### src/common/fetch_pkg.sv
package fetch_pkg;

    // datapath and address width
    localparam int XLEN = 32;

    // first fetch address out of reset
    localparam logic [XLEN-1:0] RESET_PC = 32'h1c00_0000;

    // sequential fetch step
    localparam logic [XLEN-1:0] PC_STEP = 32'd4;

    // size code driven on inst_sram_size for a word read
    localparam logic [1:0] INST_SIZE_WORD = 2'd2;

    // deepest stack of cancelled responses still due from memory
    localparam int MAX_STALE = 3;
    localparam int STALE_W = $clog2(MAX_STALE + 1);

    // source of a pending redirect
    // a lower nonzero code has higher priority
    typedef enum logic [1:0] {
        REDIR_NONE   = 2'd0,
        REDIR_ERTN   = 2'd1,
        REDIR_EXC    = 2'd2,
        REDIR_BRANCH = 2'd3
    } redirect_kind_e;

endpackage

### src/fetch/fetch_stage.sv
`timescale 1ns/1ps

module fetch_stage (
    input  logic                       clk,
    input  logic                       resetn,
    output logic                       inst_sram_req,
    output logic [1:0]                 inst_sram_size,
    output logic [fetch_pkg::XLEN-1:0] inst_sram_addr,
    input  logic                       inst_sram_addr_ok,
    input  logic [fetch_pkg::XLEN-1:0] inst_sram_rdata,
    input  logic                       data_keep,
    input  logic                       redir_valid,
    input  logic [fetch_pkg::XLEN-1:0] redir_pc,
    input  logic                       br_stall,
    input  logic                       if_flush,
    input  logic                       id_allowin,
    output logic                       addr_accepted,
    output logic                       redirect_cancel,
    output logic                       in_flight,
    output logic                       if_to_id_valid,
    output logic [fetch_pkg::XLEN-1:0] if_to_id_pc,
    output logic [fetch_pkg::XLEN-1:0] if_to_id_inst,
    output logic                       if_to_id_adef
);

    logic                       fetch_en;
    logic                       stage_valid;
    logic [fetch_pkg::XLEN-1:0] stage_pc;
    logic                       resp_pending;
    logic                       buf_valid;
    logic [fetch_pkg::XLEN-1:0] buf_inst;
    logic                       kill;
    logic                       ready_go;
    logic                       handoff;
    logic                       allowin;

    // current entry is on a dead path
    assign kill     = redir_valid || if_flush;
    assign ready_go = data_keep || buf_valid;

    assign if_to_id_valid = stage_valid && ready_go && !kill;
    assign handoff        = if_to_id_valid && id_allowin;
    assign allowin        = !stage_valid || handoff || kill;

    assign inst_sram_req   = fetch_en && allowin && !br_stall;
    assign inst_sram_size  = fetch_pkg::INST_SIZE_WORD;
    assign inst_sram_addr  = redir_valid ? redir_pc : stage_pc + fetch_pkg::PC_STEP;
    assign addr_accepted   = inst_sram_req && inst_sram_addr_ok;

    assign in_flight       = resp_pending;
    // killed while its word is still out in memory
    assign redirect_cancel = kill && resp_pending && !data_keep;

    assign if_to_id_pc   = stage_pc;
    assign if_to_id_inst = buf_valid ? buf_inst : inst_sram_rdata;
    assign if_to_id_adef = |stage_pc[1:0];

    // first request goes out one cycle after reset is released
    always_ff @(posedge clk) begin
        if (!resetn) begin
            fetch_en <= 1'b0;
        end else begin
            fetch_en <= 1'b1;
        end
    end

    always_ff @(posedge clk) begin
        if (!resetn) begin
            stage_valid <= 1'b0;
        end else if (allowin) begin
            stage_valid <= addr_accepted;
        end
    end

    // one before RESET_PC so the first sequential address is RESET_PC
    always_ff @(posedge clk) begin
        if (!resetn) begin
            stage_pc <= fetch_pkg::RESET_PC - fetch_pkg::PC_STEP;
        end else if (addr_accepted) begin
            stage_pc <= inst_sram_addr;
        end
    end

    always_ff @(posedge clk) begin
        if (!resetn) begin
            resp_pending <= 1'b0;
        end else if (addr_accepted) begin
            resp_pending <= 1'b1;
        end else if (data_keep || kill) begin
            resp_pending <= 1'b0;
        end
    end

    // park the word while decode is busy
    always_ff @(posedge clk) begin
        if (!resetn) begin
            buf_valid <= 1'b0;
        end else if (handoff || kill) begin
            buf_valid <= 1'b0;
        end else if (data_keep) begin
            buf_valid <= 1'b1;
        end
    end

    always_ff @(posedge clk) begin
        if (data_keep) begin
            buf_inst <= inst_sram_rdata;
        end
    end

    // stalled output keeps its pc and word into the next cycle
    stable_under_stall: assert property (@(posedge clk) disable iff (!resetn)
        (if_to_id_valid && !id_allowin) |=>
            ($stable(if_to_id_pc) && $stable(if_to_id_inst)));

endmodule

### src/fetch/redirect_hold.sv
`timescale 1ns/1ps

module redirect_hold (
    input  logic                       clk,
    input  logic                       resetn,
    input  logic                       br_taken,
    input  logic [fetch_pkg::XLEN-1:0] br_target,
    input  logic                       exc_valid,
    input  logic [fetch_pkg::XLEN-1:0] exc_entry,
    input  logic                       ertn_valid,
    input  logic [fetch_pkg::XLEN-1:0] ertn_target,
    input  logic                       addr_accepted,
    output logic                       redir_valid,
    output logic [fetch_pkg::XLEN-1:0] redir_pc
);

    fetch_pkg::redirect_kind_e  live_kind;
    logic [fetch_pkg::XLEN-1:0] live_pc;
    fetch_pkg::redirect_kind_e  held_kind;
    logic [fetch_pkg::XLEN-1:0] held_pc;
    logic                       use_live;

    // pick the strongest pulse of this cycle
    always_comb begin
        if (ertn_valid) begin
            live_kind = fetch_pkg::REDIR_ERTN;
            live_pc   = ertn_target;
        end else if (exc_valid) begin
            live_kind = fetch_pkg::REDIR_EXC;
            live_pc   = exc_entry;
        end else if (br_taken) begin
            live_kind = fetch_pkg::REDIR_BRANCH;
            live_pc   = br_target;
        end else begin
            live_kind = fetch_pkg::REDIR_NONE;
            live_pc   = br_target;
        end
    end

    // same kind as held loses, held one came first
    assign use_live = (live_kind != fetch_pkg::REDIR_NONE) &&
                      ((held_kind == fetch_pkg::REDIR_NONE) || (live_kind < held_kind));

    assign redir_valid = use_live || (held_kind != fetch_pkg::REDIR_NONE);
    assign redir_pc    = use_live ? live_pc : held_pc;

    always_ff @(posedge clk) begin
        if (!resetn) begin
            held_kind <= fetch_pkg::REDIR_NONE;
        end else if (addr_accepted) begin
            held_kind <= fetch_pkg::REDIR_NONE;
        end else if (use_live) begin
            held_kind <= live_kind;
        end
    end

    always_ff @(posedge clk) begin
        if (use_live && !addr_accepted) begin
            held_pc <= live_pc;
        end
    end

    // a stored target survives until the port takes it
    held_until_accept: assert property (@(posedge clk) disable iff (!resetn)
        (redir_valid && !addr_accepted) |=> (held_kind != fetch_pkg::REDIR_NONE));

endmodule

### src/fetch/response_filter.sv
`timescale 1ns/1ps

module response_filter (
    input  logic clk,
    input  logic resetn,
    input  logic redirect_cancel,
    input  logic inst_sram_data_ok,
    input  logic in_flight,
    output logic data_keep
);

    logic [fetch_pkg::STALE_W-1:0] stale_cnt;
    logic                          stale_inc;
    logic                          stale_dec;

    // one more response on its way that nobody wants
    assign stale_inc = redirect_cancel && in_flight && (stale_cnt < fetch_pkg::MAX_STALE);

    // a returning word pays off one stale slot first
    assign stale_dec = inst_sram_data_ok && (stale_cnt != '0);

    always_ff @(posedge clk) begin
        if (!resetn) begin
            stale_cnt <= '0;
        end else if (stale_inc && !stale_dec) begin
            stale_cnt <= stale_cnt + 1'b1;
        end else if (stale_dec && !stale_inc) begin
            stale_cnt <= stale_cnt - 1'b1;
        end
    end

    assign data_keep = inst_sram_data_ok && (stale_cnt == '0);

    // fetch never cancels more requests than the counter can track
    no_overflow: assert property (@(posedge clk) disable iff (!resetn)
        (redirect_cancel && in_flight) |-> (stale_cnt < fetch_pkg::MAX_STALE));

endmodule

### src/logic/fetch_top.sv
`timescale 1ns/1ps

module fetch_top (
    input  logic                       clk,
    input  logic                       resetn,
    output logic                       inst_sram_req,
    output logic [1:0]                 inst_sram_size,
    output logic [fetch_pkg::XLEN-1:0] inst_sram_addr,
    input  logic                       inst_sram_addr_ok,
    input  logic                       inst_sram_data_ok,
    input  logic [fetch_pkg::XLEN-1:0] inst_sram_rdata,
    input  logic                       br_taken,
    input  logic [fetch_pkg::XLEN-1:0] br_target,
    input  logic                       exc_valid,
    input  logic [fetch_pkg::XLEN-1:0] exc_entry,
    input  logic                       ertn_valid,
    input  logic [fetch_pkg::XLEN-1:0] ertn_target,
    input  logic                       br_stall,
    input  logic                       if_flush,
    input  logic                       id_allowin,
    output logic                       if_to_id_valid,
    output logic [fetch_pkg::XLEN-1:0] if_to_id_pc,
    output logic [fetch_pkg::XLEN-1:0] if_to_id_inst,
    output logic                       if_to_id_adef
);

    logic                       addr_accepted;
    logic                       redir_valid;
    logic [fetch_pkg::XLEN-1:0] redir_pc;
    logic                       redirect_cancel;
    logic                       in_flight;
    logic                       data_keep;

    redirect_hold i_redirect_hold (
        .clk           (clk),
        .resetn        (resetn),
        .br_taken      (br_taken),
        .br_target     (br_target),
        .exc_valid     (exc_valid),
        .exc_entry     (exc_entry),
        .ertn_valid    (ertn_valid),
        .ertn_target   (ertn_target),
        .addr_accepted (addr_accepted),
        .redir_valid   (redir_valid),
        .redir_pc      (redir_pc)
    );

    response_filter i_response_filter (
        .clk               (clk),
        .resetn            (resetn),
        .redirect_cancel   (redirect_cancel),
        .inst_sram_data_ok (inst_sram_data_ok),
        .in_flight         (in_flight),
        .data_keep         (data_keep)
    );

    fetch_stage i_fetch_stage (
        .clk               (clk),
        .resetn            (resetn),
        .inst_sram_req     (inst_sram_req),
        .inst_sram_size    (inst_sram_size),
        .inst_sram_addr    (inst_sram_addr),
        .inst_sram_addr_ok (inst_sram_addr_ok),
        .inst_sram_rdata   (inst_sram_rdata),
        .data_keep         (data_keep),
        .redir_valid       (redir_valid),
        .redir_pc          (redir_pc),
        .br_stall          (br_stall),
        .if_flush          (if_flush),
        .id_allowin        (id_allowin),
        .addr_accepted     (addr_accepted),
        .redirect_cancel   (redirect_cancel),
        .in_flight         (in_flight),
        .if_to_id_valid    (if_to_id_valid),
        .if_to_id_pc       (if_to_id_pc),
        .if_to_id_inst     (if_to_id_inst),
        .if_to_id_adef     (if_to_id_adef)
    );

endmodule

### config.mk
export PLATFORM = sky130hd
export DESIGN_NAME = fetch_top
export DESIGN_NICKNAME = d
export VERILOG_FILES = /design/src/common/fetch_pkg.sv /design/src/fetch/fetch_stage.sv /design/src/fetch/redirect_hold.sv /design/src/fetch/response_filter.sv /design/src/logic/fetch_top.sv
export SDC_FILE = /design/constraint.sdc
export NUM_CORES = 1
export LEC_CHECK = 0
export BUFFER_PORTS_ARGS = -buffer_cell sky130_fd_sc_hd__clkbuf_2
export CAP_MARGIN = 20
export CORE_MARGIN = 3
export CORE_UTILIZATION = 40
export CTS_CLUSTER_SIZE = 14
export DETAILED_ROUTE_END_ITERATION = 8
export GPL_TIMING_DRIVEN = 0
export HOLD_SLACK_MARGIN = 0.05
export PLACE_DENSITY_LB_ADDON = 0.25
export SYNTH_ARGS = -nofsm -noshare
export SYNTH_HDL_FRONTEND = slang
export SYNTH_SLANG_ARGS = --single-unit
export TNS_END_PERCENT = 20
### constraint.sdc
create_clock -name clk -period 5.35 [get_ports clk]
set_input_delay 1.07 -clock clk [delete_from_list [all_inputs] [get_ports clk]]
set_output_delay 1.07 -clock clk [all_outputs]
set_load 0.02 [all_outputs]
==> summary.md <==
| Metric | Value |
|---|---|
| Post-synthesis sequential area ratio | 42.78% |
| Synth Net Count | 798 |
| Gr ovfl total | 0 |
| Post CTS Setup Buffer Count | 0 |
| RSZ-0062 raised after global routing | no |
| Routed WL | 20.20 mm |
| H-tree levels | 3 |
| Adder-Cell Fraction of Synth Area | 0.5899% |
| CTS clk-pin slew, worst paths | 70 ps |
| Main combinational cell family by area after synthesis | simple AND/OR/NAND/NOR gates |
| Die area | 0.01746 mm2 |
| Slew Viols, Final | 0 |
| Synth area leader | edfxtp_1 |
| Xor and xnor fraction of the mapped netlist area | 3.303% |
| Final Non-Filler Cells | 1121 |
| Tcrit/Tclk final | 95.54% |
| Reg-to-reg slack, setup | 2570 ps |
| Antenna cell count | 0 |
| Mux contribution to synthesized area | 12.94% |
| Layout Nets | 1046 |
| Vias in the first global route | 5747 |
| CP Max Fanout | 10 |
| Post-Syn Area | 0.006364 mm2 |
| Worst Max-Slew Pin Slew | 742.4 ps |
| First-pass GRT wire length | 31.61 mm |
| Placed cells | 1105 |
| CTS sink cnt | 104 |
| Critical path type | in -> out |
| Leakage | 3.602 nW |
| Post-Synth Simple-Gate Area | 21.27% |
| TritonCTS clock tree | built |
| CTS buffer count | 9 |
| Area fraction in compound gates after synthesis | 13.88% |
| Post-layout util | 53.11% |
| Gpl congestion | 0.9198 |
| Seq cells post-synth | 104 |
| Synth top area share | 30.20% |
| Core Area | 0.01537 mm2 |
| Vias | 6082 |
| Async S/R FF share, synth | 0% |
| Startpoint Class | input port |
| Top post-synthesis cells by area | edfxtp_1, dfxtp_1, mux2_2, nand2_1, mux2i_1 |
| Count leader, synth | nand2_1 |
| Die height | 132.1 um |
| HPWL after DPL | 15.83 mm |
| Starting DRT DRC Count | 377 |
| IO Port Bufs | 235 |
| EDFF count, synth | 64 |
| Run status | complete, no violations |
| Initial Util | 41.40% |
| ANT nets after route | 0 |
| Die extent in x | 132.1 um |
| Final Cell Area | 0.008163 mm2 |
| Cell count after synthesis | 657 |
| Routed WL per cell | 18.02 um |
| Clk root buf | clkbuf_16 |
| Avg Inst Size Synth | 9.686 um2 |
| Hold Crit Class | reg -> reg |
| Pin count of the biggest net entering global routing | 27 |
| Worst EP arrival | 4040 ps |
| Pwr per Cell Area | 311.5 mW/mm2 |
| Ys flop type | edfxtp_1 |
| Setup Skew | 4.123 ps |
| Synth-to-Final Area Change | 28.27% |
| Max Freq | 195.6 MHz |
| Final setup viols | 0 |
| Max_cap viols | 0 |
| VDD IR max | 171.5 uV |
| Row count | 45 |
| Layout cell share with drive strength beyond 1 | 39.01% |
| Placed Area | 0.007866 mm2 |
| Clock latency on the worst-skew pair | 360 ps |
| Netlist cell types | 70 |
| Clk buf depth | 2 |
| Total GRT Usage | 22.78% |
| Worst rel slew slack | 50.50% |
| Top-level I/O count | 239 |
| Drt first pass iters | 5 |
| Initial antenna violation count | 0 |
| Syn. warnings | 0 |
| Post-route DRC violation count | 0 |
| Min Tclk post-route | 5112 ps |
| Hold-fix buffers, CTS | 0 |
| # resized after CTS | 0 |
| Top post-synthesis cells by count | nand2_1, edfxtp_1, mux2_2 |
| Required @ worst endpoint | 4280 ps |
| Worst Setup End Kind | output pin |
| Hold Fails Final Rpt | 0 |
| Via density | 5.426 |
## final cells by class
| cell class | count | area, um2 |
|---|---|---|
| fillers | 1451 | 7208 |
| multi-input cells | 493 | 3323 |
| flip-flops and latches | 104 | 2723 |
| repair buffers | 237 | 1231 |
| plain buffers | 49 | 284.0 |
| well taps | 211 | 264.0 |
| clock buffers | 9 | 225.2 |
| clock inverters | 7 | 71.32 |
| inverters | 11 | 41.29 |
## worst max-delay path, stage by stage
cell and delay, ps:
buf_6 110, clkbuf_1 340, clkbuf_1 410, nor2_1 150, ha_1 310, nor2_1 310
a211o_1 150, buf_4 180, nand2_4 80, buf_4 200, nor3_2 190, a21oi_1 90
a21oi_1 220, clkbuf_2 220
## state kept, by name, indices dropped and copies added (netlist names)
register	count
i_redirect_hold.held_kind	2
i_fetch_stage.if_to_id_pc	32
i_fetch_stage.buf_valid	1
i_fetch_stage.stage_valid	1
i_response_filter.stale_cnt	2
i_fetch_stage.buf_inst	32
i_redirect_hold.held_pc	32
i_fetch_stage.fetch_en	1
i_fetch_stage.in_flight	1
## power by group
group / internal [mW] / leakage, nW / switching, mW / total [mW]
registers: 0.995 / 0.958 / 0.0517 / 1.05
clock network: 0.363 / 0.139 / 0.304 / 0.667
logic: 0.311 / 2.50 / 0.518 / 0.829
total: 1.67 / 3.60 / 0.874 / 2.54
## routing by layer
layer / global-route usage (%) / vias up / share of wire, %
met1: 28.78 / 2829 / 42
li1: - / 2940 / -
met2: 38.23 / 279 / 47
met4: 7.643 / 0 / 2.6
met3: 5.611 / 34 / 8.2
met5: 0 / - / 0
## metrics by stage
step / setup slack, ps / hold slack, ps / power [mW] / TNS [ps]
floorplan: 690.6 / 454.9 / 1.588 / 0
global placement: -637.1 / 466.4 / 1.859 / -20340
detailed placement: 242.6 / 473.6 / 1.892 / 0
CTS: 240.8 / 484.4 / 2.560 / 0
global route: 12.01 / 506.6 / 2.671 / 0
finish: 238.4 / 480.5 / 2.543 / 0
## cells in the final DEF, fill, tap and decap left out, drive strengths merged, types with 4 or more instances in the layout
cell type,synthesis,routed
clkbuf,19,263
nor2,49,49
xnor2,18,18
nor4,12,12
nand3b,4,4
mux2,50,50
dfxtp,40,40
o311ai,5,5
edfxtp,64,64
nor3b,7,7
o31ai,4,4
a21boi,6,6
nand3,30,30
nor4b,4,4
a22oi,4,4
a211oi,6,6
o21ai,38,38
mux2i,26,26
and4,5,5
a21o,7,7
buf,30,32
inv,11,12
nand2b,5,5
nor2b,5,5
a21oi,27,27
nor3,13,13
and3,12,12
a31oi,14,14
nand4,15,15
a221o,4,4
nand2,84,84
xor2,6,6
## path summary, 6_finish.rpt
path,cells after the start,end,startpoint
worst max-delay path,14,inst_sram_addr[20],ertn_valid
worst min-delay path,2,i_fetch_stage.in_flight$_SDFFE_PN0P_,i_fetch_stage.in_flight$_SDFFE_PN0P_
worst min register to register,2,i_fetch_stage.in_flight$_SDFFE_PN0P_,i_fetch_stage.in_flight$_SDFFE_PN0P_
worst max register to register,9,i_redirect_hold.held_pc[25]$_DFFE_PP_,i_redirect_hold.held_kind[1]$_SDFFE_PP0N_
## cells by family after synthesis
group | after synthesis
adders and majority gates | 3
buffers and inverters | 60
AOI/OAI and AO/OA | 134
xor gates and xnor gates | 24
DFF | 104
and+or+nand+nor | 254
muxes | 76
other | 2
Note: power is estimated with default switching activity, not from simulation.
